File: src/verilog/vec_runtime_pkg.sv
/*
 * Vector runtime harness shared definitions
 * APB request and response structs, the dispatch payload and the register map
 */

package vec_runtime_pkg;

  // APB request from the bus master
  typedef struct packed {
    logic        psel;
    logic        penable;
    logic        pwrite;
    logic [31:0] paddr;
    logic [31:0] pwdata;
  } apb_req_t;

  // APB response from the slave
  typedef struct packed {
    logic [31:0] prdata;
    logic        pready;
    logic        pslverr;
  } apb_rsp_t;

  // Dispatch payload, cost of the instruction in accelerator cycles
  typedef struct packed {
    logic [7:0] busy_cycles;
  } acc_req_t;

  // Control register offsets
  localparam logic [31:0] RegExitOff      = 32'h0000_0000;
  localparam logic [31:0] RegCntEnOff     = 32'h0000_0008;
  localparam logic [31:0] RegRuntimeLoOff = 32'h0000_0010;
  localparam logic [31:0] RegRuntimeHiOff = 32'h0000_0014;

  // UART window, selected by address bit 8
  localparam logic [31:0] UartBase    = 32'h0000_0100;
  localparam logic [31:0] UartThrOff  = 32'h0000_0000;
  localparam logic [31:0] UartLsrOff  = 32'h0000_0014;
  // Transmitter holding register and shift register empty
  localparam logic [31:0] UartLsrIdle = 32'h0000_0060;

endpackage : vec_runtime_pkg

File: src/verilog/acc_busy_model.sv
/*
 * Accelerator busy model
 * Stands in for the vector unit by adding each request's cost to a
 * remaining-work count that drains by one per cycle
 */

`timescale 1ns/1ps

module acc_busy_model (
  input  logic                      clk_i,
  input  logic                      rst_ni,
  input  logic                      acc_req_valid_i,
  input  vec_runtime_pkg::acc_req_t acc_req_i,
  output logic                      acc_idle_o
);

  // Enough headroom for a long run of maximum-cost requests
  localparam int unsigned WorkWidth = 16;

  logic [WorkWidth-1:0] work_d;
  logic [WorkWidth-1:0] work_q;

  always_comb begin
    // Hold by default
    work_d = work_q;
    if (acc_req_valid_i) begin
      // New request extends the busy window by its cost
      work_d = work_q + WorkWidth'(acc_req_i.busy_cycles);
    end else if (work_q != '0) begin
      // One cycle of work retired
      work_d = work_q - 1'b1;
    end
  end

  always_ff @(posedge clk_i or negedge rst_ni) begin
    if (!rst_ni) begin
      work_q <= '0;
    end else begin
      work_q <= work_d;
    end
  end

  // Idle only when nothing is left to retire
  // A zero-cost request never leaves idle
  assign acc_idle_o = (work_q == '0);

endmodule : acc_busy_model

File: src/verilog/runtime_counter.sv
/*
 * Runtime counter
 * Counts from the first dispatch under a software enable and latches the
 * count into a readable buffer each time the accelerator drains
 */

`timescale 1ns/1ps

module runtime_counter #(
  parameter int unsigned CntWidth = 64
) (
  input  logic                clk_i,
  input  logic                rst_ni,
  input  logic                acc_req_valid_i,
  input  logic                acc_idle_i,
  input  logic                cnt_en_i,
  output logic [CntWidth-1:0] runtime_o
);

  logic                cnt_en_d;
  logic                cnt_en_q;
  logic [CntWidth-1:0] cnt_d;
  logic [CntWidth-1:0] cnt_q;
  logic                upd_d;
  logic                upd_q;
  logic [CntWidth-1:0] buf_d;
  logic [CntWidth-1:0] buf_q;

  // Enable tracking
  always_comb begin
    if (!cnt_en_q) begin
      // Start on the first dispatch seen while software allows it
      cnt_en_d = acc_req_valid_i & cnt_en_i;
    end else begin
      // Software clear only stops us once the accelerator has drained
      cnt_en_d = cnt_en_i | ~acc_idle_i;
    end
  end

  // Free-running count while enabled
  always_comb begin
    cnt_d = cnt_q;
    if (cnt_en_q) begin
      cnt_d = cnt_q + 1'b1;
    end
  end

  // Update flag and runtime buffer
  always_comb begin
    upd_d = upd_q;
    buf_d = buf_q;
    if (acc_req_valid_i) begin
      // Any dispatch arms a later update
      upd_d = 1'b1;
    end else if (upd_q && acc_idle_i) begin
      // Drained with nothing new in flight, so capture the count
      buf_d = cnt_q;
      upd_d = 1'b0;
    end
  end

  always_ff @(posedge clk_i or negedge rst_ni) begin
    if (!rst_ni) begin
      cnt_en_q <= 1'b0;
      cnt_q    <= '0;
      upd_q    <= 1'b0;
      buf_q    <= '0;
    end else begin
      cnt_en_q <= cnt_en_d;
      cnt_q    <= cnt_d;
      upd_q    <= upd_d;
      buf_q    <= buf_d;
    end
  end

  // Software sees only the latched value
  assign runtime_o = buf_q;

endmodule : runtime_counter

File: src/verilog/mock_uart.sv
/*
 * Mock UART
 * APB slave that turns THR writes into single-cycle character strobes and
 * reports an always-empty transmitter on LSR reads
 */

`timescale 1ns/1ps

module mock_uart (
  input  logic                      clk_i,
  input  logic                      rst_ni,
  input  vec_runtime_pkg::apb_req_t apb_req_i,
  output vec_runtime_pkg::apb_rsp_t apb_rsp_o,
  output logic                      char_valid_o,
  output logic [7:0]                char_o
);

  import vec_runtime_pkg::*;

  logic        access;
  logic [31:0] offset;
  logic        thr_wr;
  logic        lsr_rd;
  logic        char_valid_q;
  logic [7:0]  char_q;

  // Access phase of a transfer
  assign access = apb_req_i.psel & apb_req_i.penable;

  // Offset within the window
  assign offset = apb_req_i.paddr & ~UartBase;

  assign thr_wr = access & apb_req_i.pwrite & (offset == UartThrOff);
  assign lsr_rd = access & ~apb_req_i.pwrite & (offset == UartLsrOff);

  // Strobe lasts exactly one cycle after the access
  always_ff @(posedge clk_i or negedge rst_ni) begin
    if (!rst_ni) begin
      char_valid_q <= 1'b0;
    end else begin
      char_valid_q <= thr_wr;
    end
  end

  // Character byte, only meaningful with the strobe
  always_ff @(posedge clk_i) begin
    if (thr_wr) begin
      char_q <= apb_req_i.pwdata[7:0];
    end
  end

  // Zero wait states, never an error
  always_comb begin
    apb_rsp_o.pready  = 1'b1;
    apb_rsp_o.pslverr = 1'b0;
    apb_rsp_o.prdata  = '0;
    if (lsr_rd) begin
      apb_rsp_o.prdata = UartLsrIdle;
    end
  end

  assign char_valid_o = char_valid_q;
  assign char_o       = char_q;

endmodule : mock_uart

File: src/verilog/ctrl_regs.sv
/*
 * Control register block
 * APB slave holding the exit code and the counter enable, showing the latched
 * runtime and forwarding the UART window unchanged
 */

`timescale 1ns/1ps

module ctrl_regs #(
  parameter int unsigned CntWidth = 64
) (
  input  logic                      clk_i,
  input  logic                      rst_ni,
  input  vec_runtime_pkg::apb_req_t apb_req_i,
  output vec_runtime_pkg::apb_rsp_t apb_rsp_o,
  output vec_runtime_pkg::apb_req_t uart_req_o,
  input  vec_runtime_pkg::apb_rsp_t uart_rsp_i,
  input  logic [CntWidth-1:0]       runtime_i,
  output logic                      cnt_en_o,
  output logic [31:0]               exit_o
);

  import vec_runtime_pkg::*;

  logic        uart_sel;
  logic        access;
  logic        wr_en;
  logic        exit_hit;
  logic        cnt_en_hit;
  logic        rt_lo_hit;
  logic        rt_hi_hit;
  logic [63:0] runtime_ext;
  logic [31:0] exit_d;
  logic [31:0] exit_q;
  logic        cnt_en_d;
  logic        cnt_en_q;

  // Address bit 8 selects the UART window
  assign uart_sel = (apb_req_i.paddr & UartBase) != '0;

  // Access phase of a local transfer
  assign access = apb_req_i.psel & apb_req_i.penable & ~uart_sel;
  assign wr_en  = access & apb_req_i.pwrite;

  // Local decode
  assign exit_hit   = (apb_req_i.paddr == RegExitOff);
  assign cnt_en_hit = (apb_req_i.paddr == RegCntEnOff);
  assign rt_lo_hit  = (apb_req_i.paddr == RegRuntimeLoOff);
  assign rt_hi_hit  = (apb_req_i.paddr == RegRuntimeHiOff);

  // High word is zero-extended for counters narrower than 64 bits
  assign runtime_ext = 64'(runtime_i);

  // Forward the bus with select gated by the window decode
  always_comb begin
    uart_req_o      = apb_req_i;
    uart_req_o.psel = apb_req_i.psel & uart_sel;
  end

  // Writable registers
  always_comb begin
    exit_d   = exit_q;
    cnt_en_d = cnt_en_q;
    if (wr_en && exit_hit) begin
      exit_d = apb_req_i.pwdata;
    end
    if (wr_en && cnt_en_hit) begin
      // Only bit 0 is implemented
      cnt_en_d = apb_req_i.pwdata[0];
    end
  end

  always_ff @(posedge clk_i or negedge rst_ni) begin
    if (!rst_ni) begin
      exit_q   <= '0;
      cnt_en_q <= 1'b0;
    end else begin
      exit_q   <= exit_d;
      cnt_en_q <= cnt_en_d;
    end
  end

  // Read mux and error response
  always_comb begin
    apb_rsp_o.prdata  = '0;
    apb_rsp_o.pready  = 1'b1;
    apb_rsp_o.pslverr = 1'b0;
    if (uart_sel) begin
      // UART answers on its own
      apb_rsp_o = uart_rsp_i;
    end else if (access) begin
      if (exit_hit) begin
        apb_rsp_o.prdata = exit_q;
      end else if (cnt_en_hit) begin
        apb_rsp_o.prdata = {31'h0, cnt_en_q};
      end else if (rt_lo_hit) begin
        apb_rsp_o.prdata  = runtime_ext[31:0];
        // Runtime words are read-only
        apb_rsp_o.pslverr = apb_req_i.pwrite;
      end else if (rt_hi_hit) begin
        apb_rsp_o.prdata  = runtime_ext[63:32];
        apb_rsp_o.pslverr = apb_req_i.pwrite;
      end else begin
        // Unmapped offset
        apb_rsp_o.pslverr = 1'b1;
      end
    end
  end

  assign exit_o   = exit_q;
  assign cnt_en_o = cnt_en_q;

endmodule : ctrl_regs

File: src/verilog/vec_runtime_harness.sv
/*
 * Vector runtime harness top level
 * Connects the APB register block, the mock UART, the accelerator busy model
 * and the runtime counter
 */

`timescale 1ns/1ps

module vec_runtime_harness #(
  parameter int unsigned CntWidth = 64
) (
  input  logic                      clk_i,
  input  logic                      rst_ni,
  input  vec_runtime_pkg::apb_req_t apb_req_i,
  output vec_runtime_pkg::apb_rsp_t apb_rsp_o,
  input  logic                      acc_req_valid_i,
  input  vec_runtime_pkg::acc_req_t acc_req_i,
  output logic                      acc_idle_o,
  output logic [31:0]               exit_o,
  output logic                      char_valid_o,
  output logic [7:0]                char_o
);

  import vec_runtime_pkg::*;

  // Register block to UART
  apb_req_t            uart_req;
  apb_rsp_t            uart_rsp;
  // Accelerator state and counter control
  logic                acc_idle;
  logic                cnt_en;
  logic [CntWidth-1:0] runtime_buf;

  ctrl_regs #(
    .CntWidth(CntWidth)
  ) i_ctrl_regs (
    .clk_i     (clk_i      ),
    .rst_ni    (rst_ni     ),
    .apb_req_i (apb_req_i  ),
    .apb_rsp_o (apb_rsp_o  ),
    .uart_req_o(uart_req   ),
    .uart_rsp_i(uart_rsp   ),
    .runtime_i (runtime_buf),
    .cnt_en_o  (cnt_en     ),
    .exit_o    (exit_o     )
  );

  mock_uart i_mock_uart (
    .clk_i       (clk_i       ),
    .rst_ni      (rst_ni      ),
    .apb_req_i   (uart_req    ),
    .apb_rsp_o   (uart_rsp    ),
    .char_valid_o(char_valid_o),
    .char_o      (char_o      )
  );

  // Dispatch strobe fans out to the model and the counter
  acc_busy_model i_acc_busy_model (
    .clk_i          (clk_i          ),
    .rst_ni         (rst_ni         ),
    .acc_req_valid_i(acc_req_valid_i),
    .acc_req_i      (acc_req_i      ),
    .acc_idle_o     (acc_idle       )
  );

  runtime_counter #(
    .CntWidth(CntWidth)
  ) i_runtime_counter (
    .clk_i          (clk_i          ),
    .rst_ni         (rst_ni         ),
    .acc_req_valid_i(acc_req_valid_i),
    .acc_idle_i     (acc_idle       ),
    .cnt_en_i       (cnt_en         ),
    .runtime_o      (runtime_buf    )
  );

  assign acc_idle_o = acc_idle;

endmodule : vec_runtime_harness

File: config.mk
export PLATFORM = sky130hd
export DESIGN_NAME = vec_runtime_harness
export DESIGN_NICKNAME = d
export VERILOG_FILES = /design/src/verilog/vec_runtime_pkg.sv /design/src/verilog/acc_busy_model.sv /design/src/verilog/runtime_counter.sv /design/src/verilog/mock_uart.sv /design/src/verilog/ctrl_regs.sv /design/src/verilog/vec_runtime_harness.sv
export SDC_FILE = /design/constraint.sdc
export NUM_CORES = 1
export LEC_CHECK = 0
export ABC_CLOCK_PERIOD_IN_PS = 6800
export BUFFER_PORTS_ARGS = -buffer_cell sky130_fd_sc_hd__buf_2
export CAP_MARGIN = 25
export CORE_ASPECT_RATIO = 1.1
export CORE_MARGIN = 2
export CORE_UTILIZATION = 55
export DETAILED_ROUTE_END_ITERATION = 8
export PLACE_DENSITY = 0.89
export RECOVER_POWER = 25
export REMOVE_ABC_BUFFERS = 1
export SLEW_MARGIN = 20
export SYNTH_ARGS = -nofsm -noshare
export SYNTH_HDL_FRONTEND = slang
export SYNTH_SLANG_ARGS = --single-unit
File: constraint.sdc
create_clock -name clk_i -period 6.8 [get_ports clk_i]
set_input_delay 1.02 -clock clk_i [delete_from_list [all_inputs] [get_ports clk_i]]
set_output_delay 1.02 -clock clk_i [all_outputs]
set_load 0.005 [all_outputs]
# [Word level (Yosys, flattened, before mapping)]
# Index checks and enable logic that the tools add are counted.
[totals] output_inout_bits=76 word_cells=59 reg_bits=188 inputBits=78
[op_classes] n_mux=18 n_eq_ne=4 bitwise_logic=15 addsub=3 reduce_logical=10
[ops] operator="32-bit 2-to-1 mux" count=6
[ops] operator="64-bit by 1-bit adder with 64-bit output, second input constant" count=1
[ops] operator="32-bit by 5-bit == test with 1-bit output, second input constant" count=2
[ops] operator="32-bit logical NOT" count=2
[ops] operator="32-bit by 4-bit == test with 1-bit output, second input constant" count=1
[ops] operator="16-bit 2-to-1 mux" count=2
[ops] operator="31-bit by 5-bit == test with 1-bit output, second input constant" count=1
[ops] operator="16-bit by 8-bit adder with 16-bit output" count=1
[ops] operator="16-bit logical NOT" count=1
[ops] operator="16-bit nonzero test" count=1
[ops] operator="16-bit by 1-bit subtractor with 16-bit output, second input constant" count=1
[ops] operator="1-bit AND" count=10
[ops] operator="1-bit 2-to-1 mux" count=9
[ops] operator="7-bit 2-to-1 mux" count=1
[ops] operator="1-bit inverter" count=4
[ops] operator="2-bit nonzero test" count=2
[ops] operator="1-bit logical AND" count=3
[ops] operator="2-bit AND reduction" count=1
[ops] operator="1-bit bitwise OR" count=1

# [Longest topological paths before layout]
# Gate-level depths: netlist (run 1).
[depth] depth_word=7 ltp_mapped=10 mapped_depth_nobuf=9

# [Cells and area by module]
# From an unflattened synthesis (run 1), not the netlist that was laid out.
[hier_totals] cells_unflattened=942 area_unflattened_um2=10391.2
[modules_own_cells] module="runtime_counter" seq_area_each_um2=3253.1 n_inst=1 area_each_um2=5465.2 cells_per_inst=432
[modules_own_cells] module="ctrl_regs" seq_area_each_um2=825.8 n_inst=1 area_each_um2=2977.9 cells_per_inst=305
[modules_own_cells] module="acc_busy_model" seq_area_each_um2=400.4 n_inst=1 area_each_um2=1300.0 cells_per_inst=145
[modules_own_cells] module="mock_uart" seq_area_each_um2=265.3 n_inst=1 area_each_um2=648.1 cells_per_inst=60

# [Least setup slack after synthesis (run 1)]
# No wires, ideal clock.
[synth_path] path_kind="input -> output" startpoint="input port apb_req_i[51] (netlist bit)" endpoint="output port apb_rsp_o[23] (netlist bit)" arrival_ns=2.721 required_time_ns=5.780 path_slack_ns=3.059 n_path_buf=3 stages=8 cell_sequence="nor4_1 nand4_1 or4_1 buf_2 or2_1 buf_6 buf_6 o21ai_0"
[synth_lines] element="from (decl)" line="vec_runtime_harness.sv:14" text="input vec_runtime_pkg::apb_req_t apb_req_i,"
[synth_lines] element="to (decl)" line="vec_runtime_harness.sv:15" text="output vec_runtime_pkg::apb_rsp_t apb_rsp_o,"

==> impl_metrics.tcl, run 1 <==
set metrics [dict create \
    grt_pass1_vias 6217 \
    ys_seq_area_frac 0.537 \
    dp_slack_ns 2.10 \
    max_stage_delay_ns 0.78 \
    grt_max_degree 114 \
    synth_cells 742 \
    syn_area_per_cell_um2 11.9 \
    final_util 0.658 \
    drive_gt1_frac 0.325 \
    hold_violations 0 \
    synth_edf_count 8 \
    finalSetupViolCount 0 \
    rsz0062_at_grt "no" \
    clockBufferDepth 2 \
    initial_core_util 0.561 \
    crit_type "primary input to primary output" \
    hp-class "flop to flop" \
    yosys.area_share.simple 0.128 \
    synth_top_family_by_area "multiplexers" \
    wl_per_cell_um 17.1 \
    n_antenna_cell 0 \
    rr_endpoint "i_runtime_counter.runtime_o[61]" \
    crit_top_cell "buf_2" \
    crit_required_ns 5.78 \
    synthArstFlopShare 0.957 \
    portBuffers 152 \
    ant_nets 0 \
    n_fill_cell 1179 \
    dieWidth_um 125 \
    synthTopCellsByCount "dfrtp_1 (180), mux2_2 (99), nand2_1 (59), xnor2_1 (55), nor2_1 (38)" \
    period_share 0.689 \
    yosysWarnings 0 \
    synth.mux.area_fraction 0.164 \
    synthXorXnorAreaFrac 0.0734 \
    max_freq_ghz 0.213 \
    r2r_cells 6 \
    syn_to_final_growth_pct 17.3 \
    firstDrtPassIters 4 \
    cts_root_buf "clkbuf_16" \
    r2r-start "i_acc_busy_model.work_q[11]" \
    layout_setup_ws_ns 2.11 \
    slew_violations 0 \
    cp_top_family "simple AND/OR/NAND/NOR gates" \
    ys_ff_latch 188 \
    endpoint_kind "primary output" \
    overflow 0 \
    yosysMostFrequentCell "dfrtp_1" \
    wl_mm 18.9 \
    cts_tree "built" \
    synth_fa_ha_area_frac 0.0249 \
    skew_ns 0.00852 \
    pin_count 154 \
    synth_top_area_share 0.510 \
    drt-initial-drc-count 421 \
    slew_headroom 0.350 \
    critPathCapture "apb_rsp_o[21]" \
    clock_sinks 188 \
    hold_buffers 0 \
    critPathArrivalTime_ns 3.67 \
    cts_max_level 4 \
    critPathBufInv 3 \
    post_cts_resized 0 \
    num_rows 48 \
    period_needed_ns 4.69 \
    tightestPinTransition_ns 0.968 \
    synth_area_leaders "dfrtp_1 (51%), mux2_2 (13%), xnor2_1 (5.5%)" \
    gp_congestion 0.892 \
    fin_area_um2 10400 \
    cts_buffers 17 \
    drc 0 \
    status "complete, no violations" \
    dpl-instance-area_um2 9750 \
    vias_per_cell 5.68 \
    critPathLaunchType "primary input" \
    synth_compound_area_frac 0.0494 \
    cts.clk_slew.worst_paths_ns 0.07 \
    crit_start "apb_req_i[51]" \
    hpwl_mm 13.2 \
    yosys.area.top_type "dfrtp_1" \
    critPathMaxFanout 16 \
    num_vias 6273 \
    synth_area_um2 8830 \
    p_per_area_nw_per_um2 264 \
    nets 987 \
    cp_cell_sequence "buf_2 -> nor4_1 -> nand4_1 -> or4_1 -> nor4_4 -> buf_4 -> nand2_1 -> o21ai_0 -> buf_2" \
    globalRouteTotalUtil 0.229 \
    tns_ns 0 \
    die_y_um 137 \
    path_depth 9 \
    antenna_found_initial 0 \
    cp_slowest_cell "nor4_4" \
    post_cts_buffers 0 \
    yosys.cell_types.count 53 \
    max_cap_violations 0 \
    clock_latency_ns 0.43 \
    core_area_um2 15700 \
    power.leakage_nw 5.10 \
    grt_pass1_wl_mm 30.9 \
    synth_ff_type "dfrtp_1" \
    total_power_mw 2.74 \
    max-vdd-ir-drop_v 0.000201 \
    rrSetupSlack_ns 3.41 \
    die_area_um2 17100 \
]
==> cell usage in the layout, fill, tap and decap left out, types with 3 or more instances in the layout <==
cell type | synthesis | final
o21ai_1 | 5 | 5
nand2_1 | 59 | 59
mux2_1 | 2 | 3
nand2b_1 | 10 | 10
nor2b_1 | 4 | 4
and4_1 | 5 | 5
clkbuf_16 | 0 | 17
nor2_1 | 38 | 38
inv_1 | 10 | 10
nand4_1 | 26 | 26
xnor2_1 | 55 | 55
bufinv_16 | 0 | 3
buf_2 | 12 | 149
a211oi_1 | 6 | 6
mux2i_1 | 31 | 31
nor4_1 | 13 | 13
xor2_1 | 19 | 19
edfxtp_1 | 8 | 8
o21ai_0 | 33 | 33
clkinv_2 | 0 | 6
clkbuf_8 | 0 | 4
nor3_1 | 14 | 14
a21o_1 | 5 | 5
buf_4 | 1 | 6
mux2_2 | 99 | 98
dfrtp_1 | 180 | 180
nand3_1 | 27 | 27
and3_1 | 13 | 13
a21oi_1 | 8 | 8
a221o_1 | 3 | 3
ha_1 | 16 | 16
==> registers in the layout, summed over array words and instances (netlist names) <==
signal                       flops
i_runtime_counter.upd_q          1
i_ctrl_regs.exit_o              32
i_acc_busy_model.work_q         16
i_mock_uart.char_o               8
i_ctrl_regs.cnt_en_o             1
i_runtime_counter.cnt_q         64
i_mock_uart.char_valid_o         1
i_runtime_counter.runtime_o     64
i_runtime_counter.cnt_en_q       1
==> per-stage QoR <==
stage | hold slack [ns] | cells
after CTS | 0.479 | 1105
after global placement | 0.451 | 1072
after floorplan | 0.439 | 714
final | 0.479 | 1105
after global routing | 0.484 | 1105
after detailed placement | 0.463 | 1073
==> routing by layer <==
metal	global-route usage	routed length, um
met1	0.290	8090
met3	0.0453	727
met2	0.401	9780
met4	0.0710	296
met5	0	0
==> report_power, final <==
| group | switching (mW) | total (mW) | internal, mW |
|---|---|---|---|
| clock network | 0.416 | 1.02 | 0.604 |
| registers | 0.0419 | 1.23 | 1.19 |
| logic | 0.272 | 0.489 | 0.217 |
| total | 0.730 | 2.74 | 2.01 |
==> logic make-up after synthesis <==
| logic type | Yosys count |
|---|---|
| other cells | 1 |
| buf+inv | 38 |
| flops | 188 |
| compound gates | 72 |
| mux | 132 |
| fa+ha+maj | 17 |
| simple gates | 220 |
| xor+xnor | 74 |
==> final cells by class <==
type | count | area [um^2] | area share
Clock buffer | 20 | 467 | 0.0451
Clock inverter | 12 | 144 | 0.0139
Inverter | 10 | 37.5 | 0.00362
Multi-Input combinational cell | 516 | 3890 | 0.376
Sequential cell | 188 | 4740 | 0.458
Tap cell | 200 | 250 | 0.0242
Timing Repair Buffer | 159 | 823 | 0.0795
==> worst min-delay path by stage <==
stage                           startpoint                     endpoint  slack [ns]  depth (start not counted)
2_1_floorplan      i_runtime_counter.upd_q      i_runtime_counter.upd_q        0.44                          2
3_3_place_gp       i_runtime_counter.upd_q      i_runtime_counter.upd_q        0.45                          2
3_5_place_dp   i_acc_busy_model.work_q[15]  i_acc_busy_model.work_q[15]        0.46                          1
4_1_cts        i_acc_busy_model.work_q[15]  i_acc_busy_model.work_q[15]        0.48                          1
5_1_grt        i_acc_busy_model.work_q[15]  i_acc_busy_model.work_q[15]        0.48                          1
6_report       i_acc_busy_model.work_q[15]  i_acc_busy_model.work_q[15]        0.48                          1
Power figures use the tool's default switching activity.
==> run 2: changes to the inputs <==
- ABC_CLOCK_PERIOD_IN_PS: 6800 -> 3900
- CORE_UTILIZATION: 55 -> 51
- PLACE_DENSITY: 0.89 -> 0.87
- clock period: 6.8 -> 3.9 ns (I/O delays scaled with it)
==> run 2 against run 1 <==
The run now ends with max-capacitance violations, max-slew violations left. Clock power grew 67%. Register-to-register slack lost 2.1 ns. Via count shrank 0.29%. Clock skew grew 0.0018 ns. Largest cell class unchanged.
==> impl_metrics.tcl, run 2 (synthesized netlist as in run 1, its figures left out) <==
set metrics [dict create \
    clock_latency_ns 0.44 \
    wl_per_cell_um 16.7 \
    max_cap_violations 1 \
    post_cts_resized 0 \
    layout_common_cells "dfrtp_1 (180), buf_2 (147), mux2_2 (99), nand2_1 (59), xnor2_1 (55)" \
    cts.clk_slew.worst_paths_ns 0.07 \
    grt_pass1_wl_mm 31.4 \
    overflow 0 \
    ant_nets 0 \
    critPathArrivalTime_ns 2.82 \
    post_cts_buffers 0 \
    endpoint_kind "primary output" \
    regArea_um2 4740 \
    min_from "apb_req_i[2]" \
    grt_max_degree 81 \
    grtUsageMet2 0.370 \
    pin_count 154 \
    hp-class "primary input to flop" \
    critPathLaunchType "primary input" \
    slew_violations 80 \
    rsz0062_at_grt "no" \
    whs_endpoint "i_mock_uart.char_o[2]" \
    final_common_cell "dfrtp_1" \
    dieWidth_um 129 \
    grt_busiest_layer "met2" \
    rrSetupSlack_ns 1.29 \
    drc 0 \
    final_util 0.612 \
    drt-initial-drc-count 468 \
    initial_core_util 0.519 \
    hpwl_mm 13.0 \
    clock_sinks 188 \
    period_share 0.874 \
    firstDrtPassIters 5 \
    hold_violations 0 \
    die_y_um 142 \
    crit_type "primary input to primary output" \
    max_freq_ghz 0.293 \
    gp_congestion 0.901 \
    n_fill_cell 1395 \
    critPathMaxFanout 31 \
    nets 990 \
    total_power_mw 4.70 \
    cts_buffers 17 \
    met1_usage 0.281 \
    hold_buffers 0 \
    wl_mm 19.0 \
    tightestPinTransition_ns 2.04 \
    die_area_um2 18400 \
    multiInputGateArea_um2 3890 \
    portBuffers 152 \
    period_needed_ns 3.41 \
    grt_pass1_vias 6315 \
    crit_required_ns 3.31 \
    syn_to_final_growth_pct 17.8 \
    num_vias 6255 \
    power.leakage_nw 5.09 \
    cts_root_buf "clkbuf_16" \
    slew_headroom -0.362 \
    antenna_found_initial 0 \
    vias_per_cell 5.48 \
    drive_gt1_frac 0.322 \
    cts_tree "built" \
    skew_ns 0.0104 \
    globalRouteTotalUtil 0.219 \
    r2r-start "i_runtime_counter.cnt_en_q" \
    n_antenna_cell 0 \
    core_area_um2 17000 \
    whs_path_depth 1 \
    violations "max-capacitance violations, max-slew violations" \
    finalSetupViolCount 0 \
    status "finished, violations left" \
    clockBufferDepth 2 \
    tns_ns 0 \
    num_rows 50 \
    r2r_cells 5 \
    cts_max_level 4 \
    p_per_area_nw_per_um2 451 \
    gr-usage-met3 0.0444 \
    max-vdd-ir-drop_v 0.000368 \
    rr_endpoint "i_runtime_counter.cnt_q[59]" \
]
==> run 2: cell type report <==
type / instances / area share
inverter: 10 / 0.00361
tap: 234 / 0.0281
sequential: 188 / 0.456
clock buffer: 19 / 0.0416
multi-input combinational: 516 / 0.374
clock inverter: 12 / 0.0135
timing repair buffer: 162 / 0.0834
==> run 2: where the power goes <==
part | internal, mW | total [mW] | switching (mW)
sequential | 2.07 | 2.14 | 0.0706
combinational | 0.381 | 0.863 | 0.482
clock | 0.947 | 1.70 | 0.749
==> run 2: worst max path at each step <==
stage	from	endpoint	slack [ns]	cells past startpoint
2_1_floorplan	i_acc_busy_model.work_q[1]	i_runtime_counter.runtime_o[0]	0.32	5
3_3_place_gp	apb_req_i[56]	apb_rsp_o[25]	0.51	9
3_5_place_dp	apb_req_i[56]	apb_rsp_o[25]	0.50	9
4_1_cts	apb_req_i[56]	apb_rsp_o[25]	0.50	9
5_1_grt	apb_req_i[56]	apb_rsp_o[10]	0.31	8
6_report	apb_req_i[56]	apb_rsp_o[5]	0.49	9
==> run 2: metrics by stage <==
step                area, um^2  hold slack, ns  cells  worst slack [ns]
floorplan                 8670           0.289    714             0.323
global placement          9850           0.454   1110             0.512
detailed placement        9850           0.467   1110             0.501
CTS                      10400           0.217   1141             0.497
global route             10400           0.329   1141             0.308
finish                   10400           0.334   1141             0.491
==> run 2: routing by layer <==
metal	up-vias	part of all wire	wire [um]
li1	2950	-	-
met1	3103	0.43	8110
met2	164	0.51	9770
met3	38	0.040	761
met4	0	0.021	405
met5	-	0	0
==> run 2: worst max-delay path, stage by stage <==
cell,delay [ns]
buf_2,0.10
nor4_1,0.28
nand4_1,0.16
or4_1,0.66
nor4_4,0.18
buf_4,0.40
nand2_1,0.10
o21ai_0,0.16
buf_2,0.19
==> run 3: changes to the inputs <==
- CORE_UTILIZATION: 51 -> 52
- SYNTH_HIERARCHICAL: default -> 1
==> run 3 against run 2 <==
The flow still finishes with violations (max-capacitance violations, max-slew violations). Global-route usage grew 0.38 points. Non-clock buffer count decreased by 1. Sequential power hardly changed. Largest cell class unchanged. Clock skew shrank 0.0040 ns. Register-to-register slack worse by 0.17 ns. Critical path type is now flop to flop. Area after synthesis up 16%. Sequential share of layout area is 3.5 points lower. Power grew 4.1%. Critical path depth is 4 lower. Synthesized cell count rose by 24%.
==> impl_metrics.tcl, run 3 <==
set metrics [dict create \
    critPathLaunchType "flop" \
    critPathMaxFanout 12 \
    wl_per_cell_um 17.3 \
    initial_core_util 0.532 \
    dieWidth_um 138 \
    crit_type "flop to flop" \
    critPathArrivalTime_ns 3.13 \
    period_share 0.713 \
    syn_area_per_cell_um2 11.1 \
    yosysWarnings 6 \
    portBuffers 152 \
    crit_required_ns 4.25 \
    grt_max_degree 83 \
    min_from "apb_req_i[7]" \
    tightestPinTransition_ns 2.09 \
    synth_area_um2 10200 \
    tns_ns 0 \
    slew_violations 82 \
    cts_max_level 4 \
    whs_ns 0.337 \
    drive_gt1_frac 0.295 \
    violations "max-capacitance violations, max-slew violations" \
    post_cts_buffers 0 \
    grt_pass1_vias 7265 \
    firstDrtPassIters 4 \
    hpwl_mm 15.1 \
    rsz0062_at_grt "no" \
    drt-initial-drc-count 422 \
    hold_buffers 0 \
    layout_common_cells "dfrtp_1 (180), buf_2 (146), nand2_1 (76), mux2_2 (59), inv_1 (46)" \
    vias_per_cell 5.52 \
    endpoint_kind "flop" \
    period_needed_ns 2.78 \
    cts.clk_slew.worst_paths_ns 0.07 \
    cts_tree "built" \
    syn_to_final_growth_pct 10.5 \
    synth_cells 917 \
    max_cap_violations 1 \
    cts_root_buf "clkbuf_16" \
    finalSetupViolCount 0 \
    max_freq_ghz 0.360 \
    drc 0 \
    crit_start "i_runtime_counter/cnt_q[30]" \
    max-vdd-ir-drop_v 0.000321 \
    wl_mm 22.2 \
    p_per_area_nw_per_um2 433 \
    clockBufferDepth 2 \
    num_rows 53 \
    post_cts_resized 0 \
    n_antenna_cell 0 \
    die_y_um 151 \
    hp-class "primary input to flop" \
    cts_buffers 17 \
    final_common_cell "dfrtp_1" \
    slew_headroom -0.393 \
    num_vias 7049 \
    core_area_um2 19200 \
    antenna_found_initial 1 \
    globalRouteTotalUtil 0.222 \
    die_area_um2 20800 \
    status "finished, violations left" \
    clock_latency_ns 0.43 \
    pin_count 154 \
    ant_nets 0 \
    skew_ns 0.00637 \
    hold_violations 0 \
    power.leakage_nw 5.46 \
    overflow 0 \
    nets 1114 \
    clock_sinks 188 \
    grt_pass1_wl_mm 36.4 \
    n_fill_cell 1537 \
    gp_congestion 0.866 \
    r2r-start "i_runtime_counter/cnt_q[30]" \
]
==> run 3: cell count changes in the layout (fill, tap and decap cells not counted), sizes merged, moves of 4 or more <==
cell    change
inv        +42
mux2       -12
xnor2      -15
nor4       +11
and4        +6
nor3       +10
and3        -5
xor2       +15
o21ai      -21
o221ai     +31
a211oi      -4
conb       +31
nand2      +17
==> run 3: layout make-up <==
type	instances	area, um^2	share of cell area
repair buffers	161	835	0.0740
multi-input cells	604	4620	0.410
clock inverters	15	174	0.0154
inverters	46	173	0.0153
clock buffers	17	425	0.0377
flip-flops and latches	188	4740	0.421
well taps	247	309	0.0274
==> run 3: power breakdown <==
group,switching [mW],internal [mW]
Combinational,0.564,0.413
Clock,0.797,0.969
Sequential,0.0788,2.07
Total,1.44,3.45
==> run 3: metal layers <==
metal  GRT usage  wire length, um
met1       0.283             9570
met2       0.387            11400
met3      0.0392              874
met4      0.0665              343
met5           0                0
==> run 3: worst max-delay path: stages (launching register included) <==
cell and delay, ns:
dfrtp_1 0.46, nand3_2 0.16, nor4_4 0.56, nand3_1 0.67
nor4_1 0.62, xor2_1 0.22
==> run 3: worst paths after layout <==
check,end,slack [ns],depth (start not counted)
min,i_mock_uart/char_o[7],0.34,1
min in group asynchronous,i_ctrl_regs/exit_o[29],0.75,1
max reg2reg,i_runtime_counter/cnt_q[59],1.12,5
max,i_runtime_counter/cnt_q[59],1.12,5
min reg2reg,i_runtime_counter/cnt_q[63],0.48,1
max in group asynchronous,i_runtime_counter/cnt_q[14],1.76,2
==> run 3: metrics by stage <==
| stage | instance area, um^2 | utilization | power, mW | std cells | setup WS, ns |
|---|---|---|---|---|---|
| 2_1_floorplan | 9540 | - | 2.85 | 838 | 0.581 |
| 6_report | 11300 | 0.589 | 4.89 | 1278 | 1.12 |
| 4_1_cts | 11300 | 0.589 | 4.92 | 1278 | 1.15 |
| 3_5_place_dp | 10700 | 0.558 | 3.14 | 1246 | 1.05 |
| 5_1_grt | 11300 | 0.589 | 5.14 | 1278 | 1.00 |
| 3_3_place_gp | 10700 | 0.558 | 3.11 | 1246 | 1.14 |
